## src/source/div_unit_pkg.sv

```systemverilog
/*
 Divide unit datapath definitions
 data width plus the request and result records passed between blocks
 */

`default_nettype none

package div_unit_pkg;

    localparam int XLEN = 32;

    // one queued divide request
    typedef struct packed {
        logic [2:0]      op;        // funct3 of the instruction
        logic [4:0]      rd;        // destination tag
        logic [XLEN-1:0] dividend;  // rs1 value
        logic [XLEN-1:0] divisor;   // rs2 value
    } div_req_t;

    // tagged result back to the core
    typedef struct packed {
        logic [4:0]      rd;
        logic [XLEN-1:0] value;
    } div_result_t;

endpackage

`default_nettype wire

```

## src/source/rv_isa_pkg.sv

```systemverilog
/*
 RISC-V ISA definitions for the divide unit
 major opcode, M-extension funct7, divide funct3 codes and the
 R-type view of an instruction word
 */

`default_nettype none

package rv_isa_pkg;

    localparam logic [6:0] OPCODE_OP     = 7'b0110011;  // register-register ops
    localparam logic [6:0] FUNCT7_MULDIV = 7'b0000001;  // M extension marker

    // funct3 of the divide group, bit 2 always set
    typedef enum logic [2:0] {
        DIV  = 3'b100,
        DIVU = 3'b101,
        REM  = 3'b110,
        REMU = 3'b111
    } div_op_e;

    typedef struct packed {
        logic [6:0] funct7;
        logic [4:0] rs2;
        logic [4:0] rs1;
        logic [2:0] funct3;
        logic [4:0] rd;
        logic [6:0] opcode;
    } r_type_t;

    // same 32 bits seen as a plain word or as R-type fields
    typedef union packed {
        logic [31:0] raw;
        r_type_t     r;
    } instr_u;

endpackage

`default_nettype wire
```

## src/source/div_core.sv

```systemverilog
/*
 Bit-serial restoring divider
 one-hot FSM idle/start/calc/end, 32 subtract-and-shift steps,
 signed fixup and the RISC-V divide-by-zero results
 */

`default_nettype none

module div_core (
    input  logic                      clk,
    input  logic                      rst_n,
    input  logic                      start_i,
    input  div_unit_pkg::div_req_t    req_i,
    output logic                      busy_o,
    output logic                      ready_o,
    output div_unit_pkg::div_result_t result_o
);

    import rv_isa_pkg::*;
    import div_unit_pkg::*;

    localparam logic [3:0] ST_IDLE  = 4'b0001;
    localparam logic [3:0] ST_START = 4'b0010;
    localparam logic [3:0] ST_CALC  = 4'b0100;
    localparam logic [3:0] ST_END   = 4'b1000;

    logic [3:0]      state;
    div_op_e         op_r;
    logic [4:0]      rd_r;
    logic [XLEN-1:0] quo_r;  // dividend shifts out, quotient shifts in
    logic [XLEN-1:0] rem_r;
    logic [XLEN-1:0] dvs_r;
    logic [XLEN-1:0] cnt_r;  // one-hot step countdown
    logic            neg_r;  // negate the final value

    logic            is_div;
    logic            is_signed;
    logic            dvs_zero;
    logic [XLEN:0]   partial;
    logic [XLEN:0]   diff;
    logic            ge;
    logic [XLEN-1:0] res_mag;

    assign is_div    = (op_r == DIV) || (op_r == DIVU);
    assign is_signed = (op_r == DIV) || (op_r == REM);
    assign dvs_zero  = (dvs_r == '0);

    // one restoring step with an extra bit so the compare stays unsigned
    assign partial = {rem_r, quo_r[XLEN-1]};
    assign diff    = partial - {1'b0, dvs_r};
    assign ge      = ~diff[XLEN];

    assign res_mag = is_div ? quo_r : rem_r;

    always_ff @(posedge clk or negedge rst_n) begin
        if (!rst_n) begin
            state    <= ST_IDLE;
            busy_o   <= 1'b0;
            ready_o  <= 1'b0;
            result_o <= '0;
        end else begin
            ready_o <= 1'b0;
            if (state != ST_IDLE && !start_i) begin
                // start dropped mid-operation so give up quietly
                state  <= ST_IDLE;
                busy_o <= 1'b0;
            end else begin
                case (state)
                    ST_IDLE: begin
                        if (start_i && !ready_o) begin  // finished head still in place
                            state  <= ST_START;
                            busy_o <= 1'b1;
                        end
                    end
                    ST_START: begin
                        if (dvs_zero) begin
                            // all ones for div, dividend for rem
                            result_o.rd    <= rd_r;
                            result_o.value <= is_div ? '1 : quo_r;
                            ready_o        <= 1'b1;
                            busy_o         <= 1'b0;
                            state          <= ST_IDLE;
                        end else begin
                            state <= ST_CALC;
                        end
                    end
                    ST_CALC: begin
                        if (cnt_r[0]) state <= ST_END;  // last step
                    end
                    ST_END: begin
                        result_o.rd    <= rd_r;
                        result_o.value <= neg_r ? -res_mag : res_mag;
                        ready_o        <= 1'b1;
                        busy_o         <= 1'b0;
                        state          <= ST_IDLE;
                    end
                    default: begin
                        state  <= ST_IDLE;
                        busy_o <= 1'b0;
                    end
                endcase
            end
        end
    end

    always_ff @(posedge clk) begin
        case (state)
            ST_IDLE: begin
                if (start_i && !ready_o) begin
                    op_r  <= div_op_e'(req_i.op);
                    rd_r  <= req_i.rd;
                    quo_r <= req_i.dividend;
                    dvs_r <= req_i.divisor;
                end
            end
            ST_START: begin
                rem_r <= '0;
                cnt_r <= {1'b1, {(XLEN-1){1'b0}}};
                // quotient sign from both operands, remainder follows dividend
                neg_r <= is_signed && (is_div ? (quo_r[XLEN-1] ^ dvs_r[XLEN-1])
                                              : quo_r[XLEN-1]);
                if (is_signed && quo_r[XLEN-1]) quo_r <= -quo_r;
                if (is_signed && dvs_r[XLEN-1]) dvs_r <= -dvs_r;
            end
            ST_CALC: begin
                rem_r <= ge ? diff[XLEN-1:0] : partial[XLEN-1:0];
                quo_r <= {quo_r[XLEN-2:0], ge};
                cnt_r <= {1'b0, cnt_r[XLEN-1:1]};
            end
            default: begin
            end
        endcase
    end

endmodule

`default_nettype wire

```

## src/source/div_issue.sv

```systemverilog
/*
 Divide issue stage
 qualifies incoming instruction words as DIV/DIVU/REM/REMU and
 registers accepted ones as queue requests with a push strobe
 */

`default_nettype none

module div_issue (
    input  logic                          clk,
    input  logic                          rst_n,
    input  logic                          instr_valid_i,
    input  rv_isa_pkg::instr_u            instr_i,
    input  logic [div_unit_pkg::XLEN-1:0] rs1_i,
    input  logic [div_unit_pkg::XLEN-1:0] rs2_i,
    output logic                          push_o,
    output div_unit_pkg::div_req_t        req_o
);

    import rv_isa_pkg::*;
    import div_unit_pkg::*;

    logic accept;

    // funct3[2] separates the divide group from the multiplies
    assign accept = instr_valid_i
                 && (instr_i.r.opcode == OPCODE_OP)
                 && (instr_i.r.funct7 == FUNCT7_MULDIV)
                 && instr_i.r.funct3[2];

    always_ff @(posedge clk or negedge rst_n) begin
        if (!rst_n) begin
            push_o <= 1'b0;
        end else begin
            push_o <= accept;  // one cycle after the strobe
        end
    end

    // request payload, only loaded on accept
    always_ff @(posedge clk) begin
        if (accept) begin
            req_o.op       <= instr_i.r.funct3;
            req_o.rd       <= instr_i.r.rd;
            req_o.dividend <= rs1_i;
            req_o.divisor  <= rs2_i;
        end
    end

endmodule

`default_nettype wire

```

## src/source/div_req_fifo.sv

```systemverilog
/*
 Divide request queue
 circular buffer between issue and divider, head is the active request
 and stays put until the divider pops it
 */

`default_nettype none

module div_req_fifo #(
    parameter int FIFO_DEPTH = 4
) (
    input  logic                   clk,
    input  logic                   rst_n,
    input  logic                   push_i,
    input  div_unit_pkg::div_req_t req_i,
    input  logic                   pop_i,
    output div_unit_pkg::div_req_t head_o,
    output logic                   not_empty_o,
    output logic                   full_o
);

    import div_unit_pkg::*;

    localparam int AW = $clog2(FIFO_DEPTH);

    div_req_t    mem [FIFO_DEPTH];
    logic [AW:0] wr_ptr;  // extra msb tells full from empty
    logic [AW:0] rd_ptr;
    logic        do_push;
    logic        do_pop;

    assign not_empty_o = (wr_ptr != rd_ptr);
    assign full_o      = (wr_ptr[AW] != rd_ptr[AW])
                      && (wr_ptr[AW-1:0] == rd_ptr[AW-1:0]);

    assign do_push = push_i && !full_o;      // dropped when full
    assign do_pop  = pop_i && not_empty_o;

    assign head_o = mem[rd_ptr[AW-1:0]];

    always_ff @(posedge clk or negedge rst_n) begin
        if (!rst_n) begin
            wr_ptr <= '0;
            rd_ptr <= '0;
        end else begin
            if (do_push) wr_ptr <= wr_ptr + 1'b1;
            if (do_pop)  rd_ptr <= rd_ptr + 1'b1;
        end
    end

    always_ff @(posedge clk) begin
        if (do_push) begin
            mem[wr_ptr[AW-1:0]] <= req_i;
        end
    end

endmodule

`default_nettype wire

```

## src/source/div_unit_top.sv

```systemverilog
/*
 Integer divide unit
 issue stage feeding a request queue drained in order by the
 serial divider core
 */

`default_nettype none

module div_unit_top #(
    parameter int FIFO_DEPTH = 4
) (
    input  logic                          clk,
    input  logic                          rst_n,
    input  logic                          instr_valid_i,
    input  rv_isa_pkg::instr_u            instr_i,
    input  logic [div_unit_pkg::XLEN-1:0] rs1_i,
    input  logic [div_unit_pkg::XLEN-1:0] rs2_i,
    output logic                          full_o,
    output logic                          busy_o,
    output logic                          result_valid_o,
    output div_unit_pkg::div_result_t     result_o
);

    import div_unit_pkg::*;

    logic     push;
    div_req_t issue_req;
    div_req_t head_req;
    logic     not_empty;  // doubles as the core start level

    div_issue u_issue (
        .clk           (clk),
        .rst_n         (rst_n),
        .instr_valid_i (instr_valid_i),
        .instr_i       (instr_i),
        .rs1_i         (rs1_i),
        .rs2_i         (rs2_i),
        .push_o        (push),
        .req_o         (issue_req)
    );

    div_req_fifo #(
        .FIFO_DEPTH (FIFO_DEPTH)
    ) u_fifo (
        .clk         (clk),
        .rst_n       (rst_n),
        .push_i      (push),
        .req_i       (issue_req),
        .pop_i       (result_valid_o),  // core ready pops the head
        .head_o      (head_req),
        .not_empty_o (not_empty),
        .full_o      (full_o)
    );

    div_core u_core (
        .clk      (clk),
        .rst_n    (rst_n),
        .start_i  (not_empty),
        .req_i    (head_req),
        .busy_o   (busy_o),
        .ready_o  (result_valid_o),
        .result_o (result_o)
    );

endmodule

`default_nettype wire

```

## config.mk

```make
export PLATFORM = sky130hd
export DESIGN_NAME = div_unit_top
export DESIGN_NICKNAME = d
export VERILOG_FILES = /design/src/source/div_unit_pkg.sv /design/src/source/rv_isa_pkg.sv /design/src/source/div_core.sv /design/src/source/div_issue.sv /design/src/source/div_req_fifo.sv /design/src/source/div_unit_top.sv
export SDC_FILE = /design/constraint.sdc
export NUM_CORES = 1
export LEC_CHECK = 0
export BUFFER_PORTS_ARGS = -buffer_cell sky130_fd_sc_hd__buf_2
export CORE_MARGIN = 3
export CORE_UTILIZATION = 55
export DETAILED_ROUTE_END_ITERATION = 10
export GPL_ROUTABILITY_DRIVEN = 0
export PLACE_DENSITY = 0.72
export SYNTH_ARGS = -nofsm -noshare
export SYNTH_HDL_FRONTEND = slang
export SYNTH_SLANG_ARGS = --single-unit
```

## constraint.sdc

```tcl
create_clock -name clk -period 3.6 [get_ports clk]
set_input_delay 0.36 -clock clk [delete_from_list [all_inputs] [get_ports clk]]
set_output_delay 0.36 -clock clk [all_outputs]
set_load 0.02 [all_outputs]
```

== Word-level counts from Yosys, hierarchy flattened ==
Memories as Yosys holds them, arrays and structs flattened.
Cells that the tools add are included.

* Div/mod/pow operators: 0
* Reduce and logical (&&, ||, !) cells: 27
* $lt $le $gt $ge: 0
* Shift-type cells: 0
* Eq/ne operators: 21
* Bitwise logic cells: 3
* Multipliers: 0
* Multiplexer cells: 29
* $add $sub $neg: 6

{| class="wikitable"
|+ Operators with widths
! cell !! number
|-
| 32-bit 2-to-1 mux || 8
|-
| 32-bit case mux with 2 select lines || 3
|-
| 32-bit negation || 3
|-
| 32-bit case mux with 3 select lines || 1
|-
| 37-bit case mux with 2 select lines || 1
|-
| 37-bit 2-to-1 mux || 1
|-
| 33-bit by 32-bit subtractor with 33-bit output || 1
|-
| 32-bit zero test || 1
|-
| 4-bit 2-to-1 mux || 3
|-
| 4-bit case mux with 3 select lines || 1
|-
| 3-bit AND reduction || 4
|-
| 1-bit logical AND || 11
|-
| 2-bit by 1-bit != test with 1-bit output (second input constant) || 5
|-
| 3-bit equality test (second input constant) || 3
|-
| 3-bit by 1-bit != test with 1-bit output (second input constant) || 3
|-
| 1-bit 2-to-1 mux || 8
|-
| 7-bit by 1-bit equality test with 1-bit output (second input constant) || 1
|-
| 7-bit by 6-bit equality test with 1-bit output (second input constant) || 1
|-
| 3-bit by 1-bit adder with 3-bit output (second input constant) || 2
|-
| 2-bit nonzero test || 3
|-
| 4-bit by 1-bit equality test with 1-bit output (second input constant) || 1
|-
| 4-bit by 2-bit equality test with 1-bit output (second input constant) || 1
|-
| 4-bit by 3-bit equality test with 1-bit output (second input constant) || 1
|-
| 4-bit equality test (second input constant) || 1
|-
| 13 further kinds || 18
|}

* Bits in read-only memories: 0
* Register bits after elaboration: 259
* Memories: 1
* Logic and storage cells: 106
* RAM bits: 288
* Bits in latches: 0
* Input port bits: 99
* Output and inout bits: 40

{| class="wikitable"
|+ Memory list
! name !! words !! width !! rd ports !! clocked after memory_dff !! wr ports !! line !! text
|-
| u_fifo.mem || 4 || 72 || 1 || 0 || 1 || div_req_fifo.sv:26 || <nowiki>div_req_t mem [FIFO_DEPTH];</nowiki>
|}

== Longest topological paths before layout ==
Gate-level depths: netlist of run 1.

* Word-level depth: 6
* Mapped depth: 16
* Depth with buffers taken out: 13

== By module ==
Synthesis of run 1 repeated with hierarchy kept, for this count alone.

* Cell total of the unflattened synthesis: 1872
* Area, all modules: 25206.7 um^2

{| class="wikitable"
|+ By module, submodules not included
! module !! seq. area each (um^2) !! instances !! area each (um^2) !! cells an instance
|-
| div_core || 5191.2 || 1 || 12112.9 || 1370
|-
| div_req_fifo || 8798.4 || 1 || 10855.4 || 424
|-
| div_issue || 2187.1 || 1 || 2238.4 || 78
|}

== Worst setup path before layout of run 1 ==
OpenSTA, ideal clock, no wires.

* Path type: input to register
* Start: input port instr_i[27] in the netlist's numbering
* End: register u_issue.push_o
* Path buffers: 0
* Data required time: 2.965 ns
* Library setup time: 0.635 ns
* Setup slack: -2.681 ns
* Cell stages on the path: 3
* Arrival time: 5.647 ns
* Cell sequence: nor4_1 nand2_1 nor3_1

* Cells in the longest elaborated chain, start to end: 3

{| class="wikitable"
|+ RTL lines
! item !! line !! text
|-
| start, declared || div_unit_top.sv:15 || <nowiki>input rv_isa_pkg::instr_u instr_i,</nowiki>
|-
| 7-bit by 1-bit equality test with 1-bit output || div_issue.sv:28 || <nowiki>&& (instr_i.r.funct7 == FUNCT7_MULDIV)</nowiki>
|-
| 1-bit logical AND || div_issue.sv:28 ||
|-
| 1-bit logical AND || div_issue.sv:29 || <nowiki>&& instr_i.r.funct3[2];</nowiki>
|-
| net u_issue.accept || div_issue.sv:23 || <nowiki>logic accept;</nowiki>
|-
| end signal, assigned || div_issue.sv:35 || <nowiki>push_o <= accept;</nowiki>
|-
| end, declared || div_issue.sv:16 || <nowiki>output logic push_o,</nowiki>
|}

The timed path passes the listed nets, and every way through them passes these cells.
A chain may end at the register's enable or synchronous reset.

== Worst setup path after layout of run 1 ==
* Start: register u_core.quo_r[31]
* End: register u_core.rem_r[5], data pin

* Cells in the longest elaborated chain, start to end: 3

{| class="wikitable"
|+ RTL lines
! item !! line !! text
|-
| start, declared || div_core.sv:30 || <nowiki>logic [XLEN-1:0] quo_r;</nowiki>
|-
| start signal, assigned || div_core.sv:112 || <nowiki>quo_r <= req_i.dividend;</nowiki>
|-
| start signal, assigned || div_core.sv:122 || <nowiki>if (is_signed && quo_r[XLEN-1]) quo_r <= -quo_r;</nowiki>
|-
| start signal, assigned || div_core.sv:127 || <nowiki>quo_r <= {quo_r[XLEN-2:0], ge};</nowiki>
|-
| 33-bit by 32-bit subtractor with 33-bit output || div_core.sv:50 || <nowiki>assign diff = partial - {1'b0, dvs_r};</nowiki>
|-
| 32-bit 2-to-1 mux || div_core.sv:126 || <nowiki>rem_r <= ge ? diff[XLEN-1:0] : partial[XLEN-1:0];</nowiki>
|-
| 32-bit case mux with 2 select lines || div_core.sv:107 || <nowiki>case (state)</nowiki>
|-
| end signal, assigned || div_core.sv:126 ||
|-
| end, declared || div_core.sv:31 || <nowiki>logic [XLEN-1:0] rem_r;</nowiki>
|}

Every way passes these cells.

==> impl_metrics.prom, run 1 <==
# TYPE chip_impl_metric gauge
chip_impl_metric{name="detailedRoute.firstPassIterationCount",unit=""} 7
chip_impl_metric{name="required",unit="ps"} 3960
chip_impl_metric{name="grt_pass1_vias",unit=""} 15930
chip_impl_metric{name="setup_viol",unit=""} 0
chip_impl_metric{name="cp_data_arrival_time",unit="ps"} 3800
chip_impl_metric{name="clk-insertion-delay-late",unit="ps"} 640
chip_impl_metric{name="worst-slew-pin-transition",unit="ps"} 867.4
chip_impl_metric{name="synthArstFlopShare",unit="%"} 9.141
chip_impl_metric{name="detailed_route_iter0_violations",unit=""} 1732
chip_impl_metric{name="clkSinkCount",unit=""} 547
chip_impl_metric{name="wl_per_cell",unit="um"} 21.55
chip_impl_metric{name="grtUsageTotal",unit="%"} 24.39
chip_impl_metric{name="hpwl_after_detailed_placement",unit="um"} 37550
chip_impl_info{name="cts_tree",value="done"} 1
chip_impl_metric{name="number_of_antenna_violations_at_the_first_check_in_global_routing",unit=""} 1
chip_impl_metric{name="die-area",unit="sq mm"} 0.04855
chip_impl_metric{name="synth_enable_flop_cells",unit=""} 497
chip_impl_metric{name="num-fill-cells",unit=""} 3181
chip_impl_metric{name="die_h",unit="um"} 220.3
chip_impl_metric{name="post-route-min-period",unit="ps"} 3437
chip_impl_metric{name="routed_via_density",unit=""} 6.060
chip_impl_metric{name="buffers_added_on_ports",unit=""} 128
chip_impl_metric{name="diodes",unit=""} 0
chip_impl_info{name="final_common_cell",value="sky130_fd_sc_hd__edfxtp_1"} 1
chip_impl_info{name="critical_path.endpoint_type",value="flop"} 1
chip_impl_metric{name="clock_tree.buffer_depth",unit=""} 3
chip_impl_info{name="crit-reg2reg-capture",value="u_core.rem_r[5]"} 1
chip_impl_metric{name="overflow",unit=""} 0
chip_impl_metric{name="regToRegSetupSlack",unit="ps"} 160
chip_impl_metric{name="setup_tns",unit="ps"} 0
chip_impl_metric{name="drc",unit=""} 0
chip_impl_info{name="run_status",value="finished, final reports clean"} 1
chip_impl_metric{name="antenna_left",unit=""} 0
chip_impl_metric{name="syn-instance-count",unit=""} 1844
chip_impl_info{name="min_delay_worst_endpoint",value="u_issue.req_o[53]"} 1
chip_impl_metric{name="power.leakage",unit="nW"} 10.77
chip_impl_metric{name="flow.area_growth_from_synthesis",unit="%"} 16.04
chip_impl_info{name="clockRootBuffer",value="sky130_fd_sc_hd__clkbuf_16"} 1
chip_impl_metric{name="numCtsBuffers",unit=""} 54
chip_impl_metric{name="synthesis.nets",unit=""} 1984
chip_impl_metric{name="yosys_register_bits",unit=""} 547
chip_impl_metric{name="hold_viol_final",unit=""} 0
chip_impl_metric{name="place.detailed.instances",unit=""} 2524
chip_impl_metric{name="worst_r2r_path_depth",unit=""} 14
chip_impl_metric{name="placeableCoreArea",unit="sq mm"} 0.04480
chip_impl_metric{name="period_utilization_post_route",unit="%"} 95.46
chip_impl_metric{name="starting_utilization_of_the_core_area",unit="%"} 56.41
chip_impl_info{name="rsz0062_at_grt",value="no"} 1
chip_impl_metric{name="yosys.cell_types.count",unit=""} 88
chip_impl_metric{name="instances_no_fill",unit=""} 2696
chip_impl_metric{name="mappedNetlistArea",unit="sq mm"} 0.02527
chip_impl_metric{name="clkSlewWorstSetupHoldPaths",unit="ps"} 60
chip_impl_metric{name="num-nets-final",unit=""} 2201
chip_impl_info{name="tightest_hold_check_type",value="in -> reg"} 1
chip_impl_metric{name="clock_skew_after_layout",unit="ps"} 46.70
chip_impl_metric{name="timing_max_transition_violations_final",unit=""} 0
chip_impl_info{name="postSynth.topFlopCell",value="sky130_fd_sc_hd__edfxtp_1"} 1
chip_impl_metric{name="layout-drive-gt1-share",unit="%"} 19.30
chip_impl_info{name="worst-setup-path-type",value="reg -> reg"} 1
chip_impl_metric{name="cp_max_fo",unit=""} 16
chip_impl_info{name="leading_cell_types_in_the_layout_fill_and_taps_excluded",value="sky130_fd_sc_hd__edfxtp_1, sky130_fd_sc_hd__nand2_1, sky130_fd_sc_hd__o21ai_0, sky130_fd_sc_hd__buf_2, sky130_fd_sc_hd__nor2_1"} 1
chip_impl_metric{name="post_synth.cell_area_avg",unit="sq um"} 13.70
chip_impl_info{name="worstSetupStartpointType",value="flop"} 1
chip_impl_metric{name="power.density",unit="mW/mm^2"} 422.6
chip_impl_metric{name="max_clock_freq",unit="GHz"} 0.2910
chip_impl_metric{name="holdPathStages",unit=""} 4
chip_impl_metric{name="share_of_synthesized_area_occupied_by_flip_flops_and_latches",unit="%"} 64.02
chip_impl_metric{name="grt_first_pass_wirelength",unit="um"} 90750
chip_impl_metric{name="timing.max_slew.rel_slack",unit="%"} 42.17
chip_impl_info{name="worstReg2RegStart",value="u_core.quo_r[31]"} 1
chip_impl_info{name="min_from",value="instr_i[26]"} 1
chip_impl_metric{name="pin_count",unit=""} 139
chip_impl_metric{name="cts.htree.levels",unit=""} 2
chip_impl_metric{name="worst_ir_drop_vdd",unit="V"} 0.0004469
chip_impl_metric{name="cap_viol_max_count",unit=""} 0
chip_impl_metric{name="grt_max_degree",unit=""} 96
chip_impl_metric{name="vias",unit=""} 16340
chip_impl_metric{name="dieWidth",unit="um"} 220.3
chip_impl_metric{name="placementRows",unit=""} 77
chip_impl_metric{name="yosys_warnings",unit=""} 0
chip_impl_metric{name="finalWirelength",unit="um"} 58090
==> synthesized netlist by cell type (8+ instances only) <==
cell / n / area [sq um]
sky130_fd_sc_hd__and3_1: 10 / 62.56
sky130_fd_sc_hd__and2_1: 40 / 250.2
sky130_fd_sc_hd__nand2_1: 146 / 548.0
sky130_fd_sc_hd__o32ai_1: 21 / 183.9
sky130_fd_sc_hd__dfrtp_1: 49 / 1226
sky130_fd_sc_hd__a31oi_1: 13 / 81.33
sky130_fd_sc_hd__mux2i_1: 40 / 400.4
sky130_fd_sc_hd__a21oi_1: 86 / 430.4
sky130_fd_sc_hd__o21a_1: 11 / 82.58
sky130_fd_sc_hd__o31ai_1: 8 / 60.06
sky130_fd_sc_hd__a22oi_1: 28 / 210.2
sky130_fd_sc_hd__mux4_2: 72 / 1622
sky130_fd_sc_hd__a21o_1: 24 / 180.2
sky130_fd_sc_hd__clkbuf_1: 71 / 266.5
sky130_fd_sc_hd__o22ai_1: 8 / 50.05
sky130_fd_sc_hd__inv_1: 63 / 236.5
sky130_fd_sc_hd__edfxtp_1: 497 / 14920
sky130_fd_sc_hd__nor2b_1: 9 / 56.30
sky130_fd_sc_hd__xnor2_1: 61 / 534.3
sky130_fd_sc_hd__nand3_1: 26 / 130.1
sky130_fd_sc_hd__buf_1: 15 / 56.30
sky130_fd_sc_hd__nor2_1: 124 / 465.5
sky130_fd_sc_hd__nor4_1: 12 / 75.07
sky130_fd_sc_hd__or3_1: 16 / 100.1
sky130_fd_sc_hd__o21ai_0: 142 / 710.7
sky130_fd_sc_hd__ha_1: 40 / 500.5
sky130_fd_sc_hd__nand3b_1: 8 / 60.06
sky130_fd_sc_hd__nor3_1: 36 / 180.2
sky130_fd_sc_hd__xor2_1: 27 / 236.5
sky130_fd_sc_hd__buf_2: 10 / 50.05
==> registers in the layout (all words and copies together) (netlist names), 4 cells and up <==
register         count
u_core.state         4
u_core.quo_r        32
u_core.rd_r          5
u_issue.req_o       72
u_core.result_o     37
u_core.cnt_r        32
u_fifo.mem         288
u_core.dvs_r        32
u_core.rem_r        32
==> critical path: stages (launching register included) <==
cell	delay [ps]
sky130_fd_sc_hd__edfxtp_1	390
sky130_fd_sc_hd__inv_1	120
sky130_fd_sc_hd__ha_1	170
sky130_fd_sc_hd__inv_1	50
sky130_fd_sc_hd__fa_1	400
sky130_fd_sc_hd__a21o_1	210
sky130_fd_sc_hd__a221o_1	320
sky130_fd_sc_hd__a21oi_1	230
sky130_fd_sc_hd__o211a_1	260
sky130_fd_sc_hd__a211oi_2	100
sky130_fd_sc_hd__mux2_4	370
sky130_fd_sc_hd__nand2_8	140
sky130_fd_sc_hd__buf_12	170
sky130_fd_sc_hd__mux2i_1	190
sky130_fd_sc_hd__nor2_1	50
==> area by class of cell <==
| class | instances | area (sq um) | share of cell area (%) |
|---|---|---|---|
| well taps | 592 | 740.7 | 2.526 |
| repair buffers | 268 | 2024 | 6.904 |
| multi-input cells | 1127 | 8439 | 28.78 |
| clock buffers | 72 | 1439 | 4.907 |
| clock inverters | 27 | 261.5 | 0.8918 |
| inverters | 63 | 236.5 | 0.8065 |
| flip-flops and latches | 547 | 16180 | 55.18 |
==> routing by layer <==
metal,track usage (%),part of all wire [%],wire [um],up-vias
met1,35.59,43,24930,8096
met3,3.735,7.3,4216,113
met2,38.42,47,27370,680
met5,0,0.0069,4,-
met4,7.620,2.7,1571,2
li1,-,-,-,7446
==> metrics by stage <==
step	instance area (sq um)	setup slack [ps]	hold slack, ps	power [mW]	utilization, %
4_1_cts	29310	154.4	179.0	12.50	65.44
2_1_floorplan	25280	84.66	64.41	6.984	-
6_report	29320	163.5	213.1	12.39	65.45
5_1_grt	29320	27.98	196.8	12.76	65.45
3_3_place_gp	26880	248.8	404.4	7.044	60.01
3_5_place_dp	26880	185.8	415.8	7.047	60.01
==> how the worst max path moves through the flow <==
stage / startpoint / endpoint / slack (ps) / cells past startpoint
after floorplan: u_core.state[3] / u_core.quo_r[0] / 80 / 7
after global placement: u_core.quo_r[31] / u_core.rem_r[7] / 250 / 14
after detailed placement: u_core.quo_r[31] / u_core.rem_r[3] / 190 / 14
after CTS: u_core.quo_r[31] / u_core.rem_r[28] / 150 / 14
after global routing: u_core.quo_r[31] / u_core.rem_r[9] / 30 / 14
final: u_core.quo_r[31] / u_core.rem_r[5] / 160 / 14
==> cells by family (layout without fill, tap and decap cells) <==
logic type      count (synthesis)  after routing  synth area share, %
xor+xnor                       88             88                3.050
mux                           124            124                8.611
fa+ha+maj                      41             41                2.060
compound gates                397            397                9.824
flops                         547            547                64.02
simple gates                  477            477                9.616
buf+inv                       170            430                2.822
==> report_power, final <==
part | internal (mW) | switching [mW]
combinational | 0.0889 | 0.0441
clock | 2.99 | 2.43
sequential | 6.84 | 0.00114
==> what timing repair did <==
item	4_1_cts	5_1_grt
gates resized for setup	0	1
hold buffers	73	0
endpoints found under the hold margin	94	0
endpoints found under the setup margin	0	4
buffers inserted	0	0
Note: power is estimated with default switching activity, not from simulation.
==> run 2: changes to the inputs <==
--- a/config.mk
+++ b/config.mk
@@ -7,10 +7,10 @@
 export LEC_CHECK = 0
 export BUFFER_PORTS_ARGS = -buffer_cell sky130_fd_sc_hd__buf_2
 export CORE_MARGIN = 3
-export CORE_UTILIZATION = 55
+export CORE_UTILIZATION = 25
 export DETAILED_ROUTE_END_ITERATION = 10
 export GPL_ROUTABILITY_DRIVEN = 0
-export PLACE_DENSITY = 0.72
+export PLACE_DENSITY = 0.37
 export SYNTH_ARGS = -nofsm -noshare
 export SYNTH_HDL_FRONTEND = slang
 export SYNTH_SLANG_ARGS = --single-unit
==> run 2 against run 1 <==
Against the previous run:
- critical endpoint is now u_core.rem_r[8]
- combinational power about the same
- highest routed layer is now met4
- sequential cell count unchanged
- clock skew shrank 17 ps
- worst setup slack improved by 26 ps
- register-to-register slack improved by 30 ps
- cell count is 28% higher
- power up 9.5%
==> impl_metrics.prom, run 2 (synthesized netlist as in run 1, its figures left out) <==
# TYPE chip_impl_metric gauge
chip_impl_metric{name="clkSlewWorstSetupHoldPaths",unit="ps"} 60
chip_impl_metric{name="dieWidth",unit="um"} 323.9
chip_impl_metric{name="antenna_left",unit=""} 0
chip_impl_metric{name="instances_no_fill",unit=""} 3441
chip_impl_metric{name="routed_via_density",unit=""} 4.664
chip_impl_metric{name="clk-insertion-delay-late",unit="ps"} 640
chip_impl_metric{name="clkSinkCount",unit=""} 547
chip_impl_metric{name="layout-drive-gt1-share",unit="%"} 20.94
chip_impl_metric{name="die-area",unit="sq mm"} 0.1049
chip_impl_metric{name="cts.htree.levels",unit=""} 3
chip_impl_metric{name="grt_max_degree",unit=""} 96
chip_impl_metric{name="placementRows",unit=""} 115
chip_impl_metric{name="cp_max_fo",unit=""} 19
chip_impl_metric{name="setup_viol",unit=""} 0
chip_impl_info{name="tightest_hold_check_type",value="in -> reg"} 1
chip_impl_metric{name="max_stage_delay",unit="ps"} 410
chip_impl_info{name="critical_path.endpoint_type",value="flop"} 1
chip_impl_info{name="worstSetupStartpointType",value="flop"} 1
chip_impl_info{name="cells_along_the_critical_path",value="inv_2 -> ha_1 -> inv_1 -> fa_1 -> a21o_1 -> a221o_1 -> a21oi_2 -> o211a_1 -> a211oi_2 -> mux2_4 -> nand2_4 -> buf_12 -> mux2i_2 -> nor2_1"} 1
chip_impl_metric{name="power.density",unit="mW/mm^2"} 439.9
chip_impl_metric{name="place.detailed.instances",unit=""} 3245
chip_impl_metric{name="drc",unit=""} 0
chip_impl_metric{name="grtUsageMet3",unit="%"} 2.015
chip_impl_metric{name="grt_first_pass_wirelength",unit="um"} 104500
chip_impl_info{name="final_common_cell",value="sky130_fd_sc_hd__edfxtp_1"} 1
chip_impl_metric{name="power.total",unit="mW"} 13.57
chip_impl_metric{name="setup_tns",unit="ps"} 0
chip_impl_metric{name="clock_tree.buffer_depth",unit=""} 3
chip_impl_metric{name="grtUsageTotal",unit="%"} 13.27
chip_impl_metric{name="required",unit="ps"} 3950
chip_impl_metric{name="grt_pass1_vias",unit=""} 16290
chip_impl_info{name="clockRootBuffer",value="sky130_fd_sc_hd__clkbuf_16"} 1
chip_impl_info{name="worst_path_max_delay_cell",value="sky130_fd_sc_hd__fa_1"} 1
chip_impl_info{name="worst-setup-path-type",value="reg -> reg"} 1
chip_impl_metric{name="timing_max_transition_violations_final",unit=""} 0
chip_impl_metric{name="detailed_route_iter0_violations",unit=""} 965
chip_impl_metric{name="buffers_added_on_ports",unit=""} 128
chip_impl_metric{name="wl_per_cell",unit="um"} 20.17
chip_impl_info{name="busiest_layer_in_global_routing",value="met2"} 1
chip_impl_metric{name="hpwl_after_detailed_placement",unit="um"} 48300
chip_impl_metric{name="worst-slew-pin-transition",unit="ps"} 1038
chip_impl_info{name="cts_tree",value="done"} 1
chip_impl_metric{name="cap_viol_max_count",unit=""} 0
chip_impl_metric{name="numCtsBuffers",unit=""} 67
chip_impl_metric{name="post-route-min-period",unit="ps"} 3411
chip_impl_metric{name="starting_utilization_of_the_core_area",unit="%"} 25.45
chip_impl_metric{name="cp_data_arrival_time",unit="ps"} 3760
chip_impl_metric{name="finalWirelength",unit="um"} 69400
chip_impl_metric{name="worst_ir_drop_vdd",unit="V"} 0.0003431
chip_impl_info{name="rsz0062_at_grt",value="yes"} 1
chip_impl_metric{name="gr-usage-met2",unit="%"} 21.15
chip_impl_metric{name="timing.max_slew.rel_slack",unit="%"} 30.72
chip_impl_metric{name="number_of_flip_flops_in_the_largest_register",unit=""} 288
chip_impl_metric{name="max_clock_freq",unit="GHz"} 0.2932
chip_impl_metric{name="num-nets-final",unit=""} 2240
chip_impl_metric{name="num-fill-cells",unit=""} 9931
chip_impl_metric{name="vias",unit=""} 16050
chip_impl_metric{name="clock_skew_after_layout",unit="ps"} 29.94
chip_impl_metric{name="overflow",unit=""} 0
chip_impl_metric{name="power.leakage",unit="nW"} 11.11
chip_impl_metric{name="flow.area_growth_from_synthesis",unit="%"} 22.09
chip_impl_metric{name="gr-usage-met1",unit="%"} 18.73
chip_impl_metric{name="number_of_antenna_violations_at_the_first_check_in_global_routing",unit=""} 0
chip_impl_metric{name="pin_count",unit=""} 139
chip_impl_info{name="leading_cell_types_in_the_layout_fill_and_taps_excluded",value="sky130_fd_sc_hd__edfxtp_1, sky130_fd_sc_hd__nand2_1, sky130_fd_sc_hd__o21ai_0, sky130_fd_sc_hd__buf_2, sky130_fd_sc_hd__nor2_1"} 1
chip_impl_metric{name="detailedRoute.firstPassIterationCount",unit=""} 5
chip_impl_metric{name="diodes",unit=""} 0
chip_impl_info{name="run_status",value="finished, final reports clean"} 1
chip_impl_metric{name="die_h",unit="um"} 323.9
chip_impl_metric{name="hold_viol_final",unit=""} 0
chip_impl_metric{name="period_utilization_post_route",unit="%"} 94.74
chip_impl_metric{name="post-route-util",unit="%"} 31.07
chip_impl_metric{name="placeableCoreArea",unit="sq mm"} 0.09928
run 2: where the power goes:
group          total, mW  internal, mW  switching (mW)
registers           6.85          6.85        0.000952
logic              0.131        0.0888          0.0422
clock network       6.59          3.82            2.77
run 2: path summary, 6_finish.rpt:
check / from / endpoint / slack [ps] / cells after the start
min in group asynchronous: rst_n / u_core.ready_o / 340 / 2
max in group asynchronous: rst_n / u_core.state[0] / 2430 / 3
worst min-delay path: instr_i[31] / u_issue.push_o / 280 / 5
worst min register to register: u_core.rd_r[1] / u_core.result_o[33] / 440 / 2
worst max register to register: u_core.quo_r[31] / u_core.rem_r[8] / 190 / 14
worst max-delay path: u_core.quo_r[31] / u_core.rem_r[8] / 190 / 14
run 2: final cells by class:
class | instances | area [sq um] | share of cell area [%]
inverters | 63 | 236.5 | 0.7665
repair buffers | 294 | 2207 | 7.154
multi-input cells | 1127 | 8463 | 27.43
clock buffers | 83 | 1758 | 5.698
well taps | 1287 | 1610 | 5.220
flip-flops and latches | 547 | 16180 | 52.46
clock inverters | 40 | 391.6 | 1.269
run 2: per-stage QoR:
| step | setup WS, ps | hold slack [ps] | instance area, sq um |
|---|---|---|---|
| final | 189.3 | 279.3 | 30850 |
| after CTS | 129.7 | 276.1 | 30830 |
| after global routing | -0.5493 | 316.7 | 30850 |
| after global placement | -67.84 | 426.7 | 27940 |
| after detailed placement | -76.74 | 429.2 | 27940 |
| after floorplan | 84.66 | 64.41 | 25280 |
run 2: metal layers:
layer	vias up	share of wire, %
met5	-	0
met4	0	1.9
met3	79	3.7
met2	315	46
met1	8104	48
li1	7552	-
run 2: repair_timing:
item                                   CTS  global route
gates cloned                             0             0
gates resized for setup                  1             5
endpoints found under the hold margin  101             0
setup endpoints to repair                1            18
setup buffers                            0             0
hold buffers                            73             0
pin swaps                                0             1
run 2: worst max-delay path, delay by kind of cell, from the launching register on:
| kind | cells | cell delay, ps |
|---|---|---|
| adders and majority gates | 2 | 600 |
| DFF | 1 | 400 |
| and+or+nand+nor | 2 | 150 |
| AOI/OAI and AO/OA | 5 | 1070 |
| muxes | 2 | 580 |
| buffers and inverters | 3 | 320 |
==> run 3: changes to the inputs <==
--- a/config.mk
+++ b/config.mk
@@ -11,6 +11,7 @@
 export DETAILED_ROUTE_END_ITERATION = 10
 export GPL_ROUTABILITY_DRIVEN = 0
 export PLACE_DENSITY = 0.37
+export RECOVER_POWER = 25
 export SYNTH_ARGS = -nofsm -noshare
 export SYNTH_HDL_FRONTEND = slang
 export SYNTH_SLANG_ARGS = --single-unit
==> constraint.sdc (replaced) <==
create_clock -name clk -period 3.6 [get_ports clk]
set_input_delay 0.18 -clock clk [delete_from_list [all_inputs] [get_ports clk]]
set_output_delay 0.18 -clock clk [all_outputs]
set_load 0.02 [all_outputs]
==> run 3 against run 2 <==
Against the previous run:
- the flow now finishes with violations (capacitance limit, slew limit)
- count of clock-buffer cells in the layout decreased by 5
- worst hold slack got worse by 200 ps
- fmax about the same
- sequential power about the same
- sequential share of layout area increased by 0.17 points
- global-route usage about the same
- cell count about the same
- routed wire length about the same
- critical path depth decreased by 3
- clock skew increased by 12 ps
- power decreased by 1.7%
==> impl_metrics.prom, run 3 (synthesized netlist as in run 1, its figures left out) <==
# TYPE chip_impl_metric gauge
chip_impl_info{name="run_status",value="finished, violations left"} 1
chip_impl_info{name="failed_checks",value="capacitance limit, slew limit"} 1
chip_impl_metric{name="clkSlewWorstSetupHoldPaths",unit="ps"} 60
chip_impl_metric{name="vias",unit=""} 15910
chip_impl_metric{name="routed_via_density",unit=""} 4.620
chip_impl_info{name="path_delay_family",value="compound AO/OA/AOI/OAI gates"} 1
chip_impl_metric{name="grt_max_degree",unit=""} 96
chip_impl_metric{name="hold_viol_final",unit=""} 0
chip_impl_metric{name="die-area",unit="sq mm"} 0.1049
chip_impl_metric{name="clkSinkCount",unit=""} 547
chip_impl_metric{name="worst_r2r_path_depth",unit=""} 11
chip_impl_info{name="clockRootBuffer",value="sky130_fd_sc_hd__clkbuf_16"} 1
chip_impl_metric{name="clk-insertion-delay-late",unit="ps"} 620
chip_impl_metric{name="num-nets-final",unit=""} 2246
chip_impl_metric{name="path_buf_inv",unit=""} 0
chip_impl_info{name="top_layer_used",value="met4"} 1
chip_impl_metric{name="place.detailed.instances",unit=""} 3251
chip_impl_metric{name="worst_ir_drop_vdd",unit="V"} 0.0003057
chip_impl_metric{name="grtUsageTotal",unit="%"} 13.29
chip_impl_metric{name="power.total",unit="mW"} 13.34
chip_impl_metric{name="cts.htree.levels",unit=""} 3
chip_impl_metric{name="die_h",unit="um"} 323.9
chip_impl_metric{name="period_utilization_post_route",unit="%"} 94.74
chip_impl_metric{name="placementRows",unit=""} 115
chip_impl_metric{name="max_clock_freq",unit="GHz"} 0.2932
chip_impl_metric{name="wl_per_cell",unit="um"} 20.17
chip_impl_metric{name="regToRegSetupSlack",unit="ps"} 190
chip_impl_metric{name="number_of_antenna_violations_at_the_first_check_in_global_routing",unit=""} 0
chip_impl_metric{name="cp_data_arrival_time",unit="ps"} 3960
chip_impl_metric{name="numCtsBuffers",unit=""} 67
chip_impl_metric{name="detailed_route_iter0_violations",unit=""} 1102
chip_impl_info{name="worstSetupStartpointType",value="flop"} 1
chip_impl_metric{name="drc",unit=""} 0
chip_impl_metric{name="starting_utilization_of_the_core_area",unit="%"} 25.45
chip_impl_metric{name="layout-drive-gt1-share",unit="%"} 20.83
chip_impl_info{name="min_delay_worst_endpoint",value="u_issue.push_o"} 1
chip_impl_metric{name="grt_pass1_vias",unit=""} 16280
chip_impl_info{name="crit-reg2reg-capture",value="u_core.result_o[26]"} 1
chip_impl_info{name="tightest_hold_check_type",value="in -> reg"} 1
chip_impl_metric{name="met3_length",unit="um"} 3203
chip_impl_info{name="worstReg2RegStart",value="u_core.op_r[1]"} 1
chip_impl_metric{name="pin_count",unit=""} 139
chip_impl_metric{name="hpwl_after_detailed_placement",unit="um"} 48090
chip_impl_info{name="worst-setup-path-type",value="reg -> reg"} 1
chip_impl_metric{name="instances_no_fill",unit=""} 3444
chip_impl_metric{name="buffers_added_on_ports",unit=""} 128
chip_impl_metric{name="placeableCoreArea",unit="sq mm"} 0.09928
chip_impl_info{name="cells_along_the_critical_path",value="nand2b_4 -> nor2_1 -> a21oi_1 -> ha_1 -> o221ai_2 -> nor4_4 -> nand2_2 -> o21ai_2 -> o21ai_0 -> a221oi_1 -> a21o_1"} 1
chip_impl_metric{name="post-route-min-period",unit="ps"} 3411
chip_impl_info{name="final_common_cell",value="sky130_fd_sc_hd__edfxtp_1"} 1
chip_impl_metric{name="clock_tree.buffer_depth",unit=""} 3
chip_impl_metric{name="grt_first_pass_wirelength",unit="um"} 104700
chip_impl_metric{name="setup_viol",unit=""} 0
chip_impl_metric{name="detailedRoute.firstPassIterationCount",unit=""} 5
chip_impl_metric{name="max_stage_delay",unit="ps"} 550
chip_impl_metric{name="overflow",unit=""} 0
chip_impl_metric{name="worst-slew-pin-transition",unit="ps"} 1666
chip_impl_info{name="leading_cell_types_in_the_layout_fill_and_taps_excluded",value="sky130_fd_sc_hd__edfxtp_1, sky130_fd_sc_hd__nand2_1, sky130_fd_sc_hd__o21ai_0, sky130_fd_sc_hd__nor2_1, sky130_fd_sc_hd__buf_2"} 1
chip_impl_metric{name="clock_skew_after_layout",unit="ps"} 42.34
chip_impl_metric{name="cap_viol_max_count",unit=""} 1
chip_impl_info{name="cts_tree",value="done"} 1
chip_impl_info{name="worst_path_max_delay_cell",value="sky130_fd_sc_hd__edfxtp_1"} 1
chip_impl_metric{name="num-fill-cells",unit=""} 10030
chip_impl_metric{name="power.leakage",unit="nW"} 11.08
chip_impl_metric{name="dieWidth",unit="um"} 323.9
chip_impl_metric{name="holdPathStages",unit=""} 5
chip_impl_metric{name="number_of_flip_flops_in_the_largest_register",unit=""} 288
chip_impl_metric{name="timing.max_slew.rel_slack",unit="%"} -11.08
chip_impl_metric{name="power.density",unit="mW/mm^2"} 433.7
chip_impl_info{name="rsz0062_at_grt",value="no"} 1
chip_impl_info{name="min_from",value="instr_i[31]"} 1
chip_impl_metric{name="required",unit="ps"} 4150
chip_impl_metric{name="cp_max_fo",unit=""} 23
chip_impl_metric{name="antenna_left",unit=""} 0
chip_impl_metric{name="post-route-util",unit="%"} 30.97
chip_impl_metric{name="setup_tns",unit="ps"} 0
chip_impl_info{name="critical_path.endpoint_type",value="flop"} 1
chip_impl_metric{name="detail_route.wirelength.met1",unit="um"} 33060
chip_impl_metric{name="timing_max_transition_violations_final",unit=""} 28
chip_impl_metric{name="wl_met2",unit="um"} 31440
chip_impl_metric{name="flow.area_growth_from_synthesis",unit="%"} 21.69
chip_impl_metric{name="finalWirelength",unit="um"} 69450
run 3: how the worst max path moves through the flow:
stage	from	to	slack (ps)	cells after the start
finish	u_core.op_r[1]	u_core.result_o[26]	190	11
global route	u_core.quo_r[31]	u_core.rem_r[18]	30	14
CTS	u_core.quo_r[31]	u_core.rem_r[11]	120	14
detailed placement	u_core.quo_r[31]	u_core.rem_r[15]	140	14
global placement	u_core.op_r[1]	u_core.result_o[26]	200	11
floorplan	u_core.state[3]	u_core.quo_r[0]	80	7
run 3: timing repair:
item                                    CTS  global route
endpoints found under the hold margin    98             0
endpoints found under the setup margin    0            20
resized for setup                         0             4
setup buffers                             0             0
hold buffers                             73             0
run 3: cell type report:
cell class                 count  area (sq um)  share of cell area, %
clock inverter                41         301.5                 0.9806
inverter                      63         236.5                 0.7690
tap                         1287          1610                  5.237
antenna                        1         2.502               0.008138
timing repair buffer         300          2226                  7.238
multi-input combinational   1127          8441                  27.45
sequential                   547         16180                  52.63
clock buffer                  78          1749                  5.688
run 3: through the flow:
stage          worst slack, ps  hold WS (ps)  instance area, sq um
3_5_place_dp             136.8         272.6                 27970
6_report                 189.4         82.42                 30750
4_1_cts                  116.0         66.08                 30750
5_1_grt                  25.38         104.8                 30750
2_1_floorplan            84.66        -115.6                 25280
3_3_place_gp             199.0         264.1                 27970
run 3: layer usage:
metal | global-route usage [%] | vias up
met5 | 0 | -
met4 | 4.144 | 0
met2 | 20.77 | 315
met3 | 2.620 | 90
met1 | 18.59 | 7945
li1 | - | 7560
run 3: worst min-delay path, cell delays in order:
cell and delay (ps):
sky130_fd_sc_hd__buf_2 70, sky130_fd_sc_hd__nor4_1 30, sky130_fd_sc_hd__nand2_1 90, sky130_fd_sc_hd__nor3_4 60
sky130_fd_sc_hd__buf_12 190
run 3: power by group:
| part | leakage [nW] | switching [mW] | total [mW] | internal, mW |
|---|---|---|---|---|
| Sequential | 5.33 | 0.000938 | 6.85 | 6.85 |
| Clock | 1.01 | 2.72 | 6.36 | 3.64 |
| Combinational | 4.74 | 0.0424 | 0.129 | 0.0871 |
| Total | 11.1 | 2.76 | 13.3 | 10.6 |
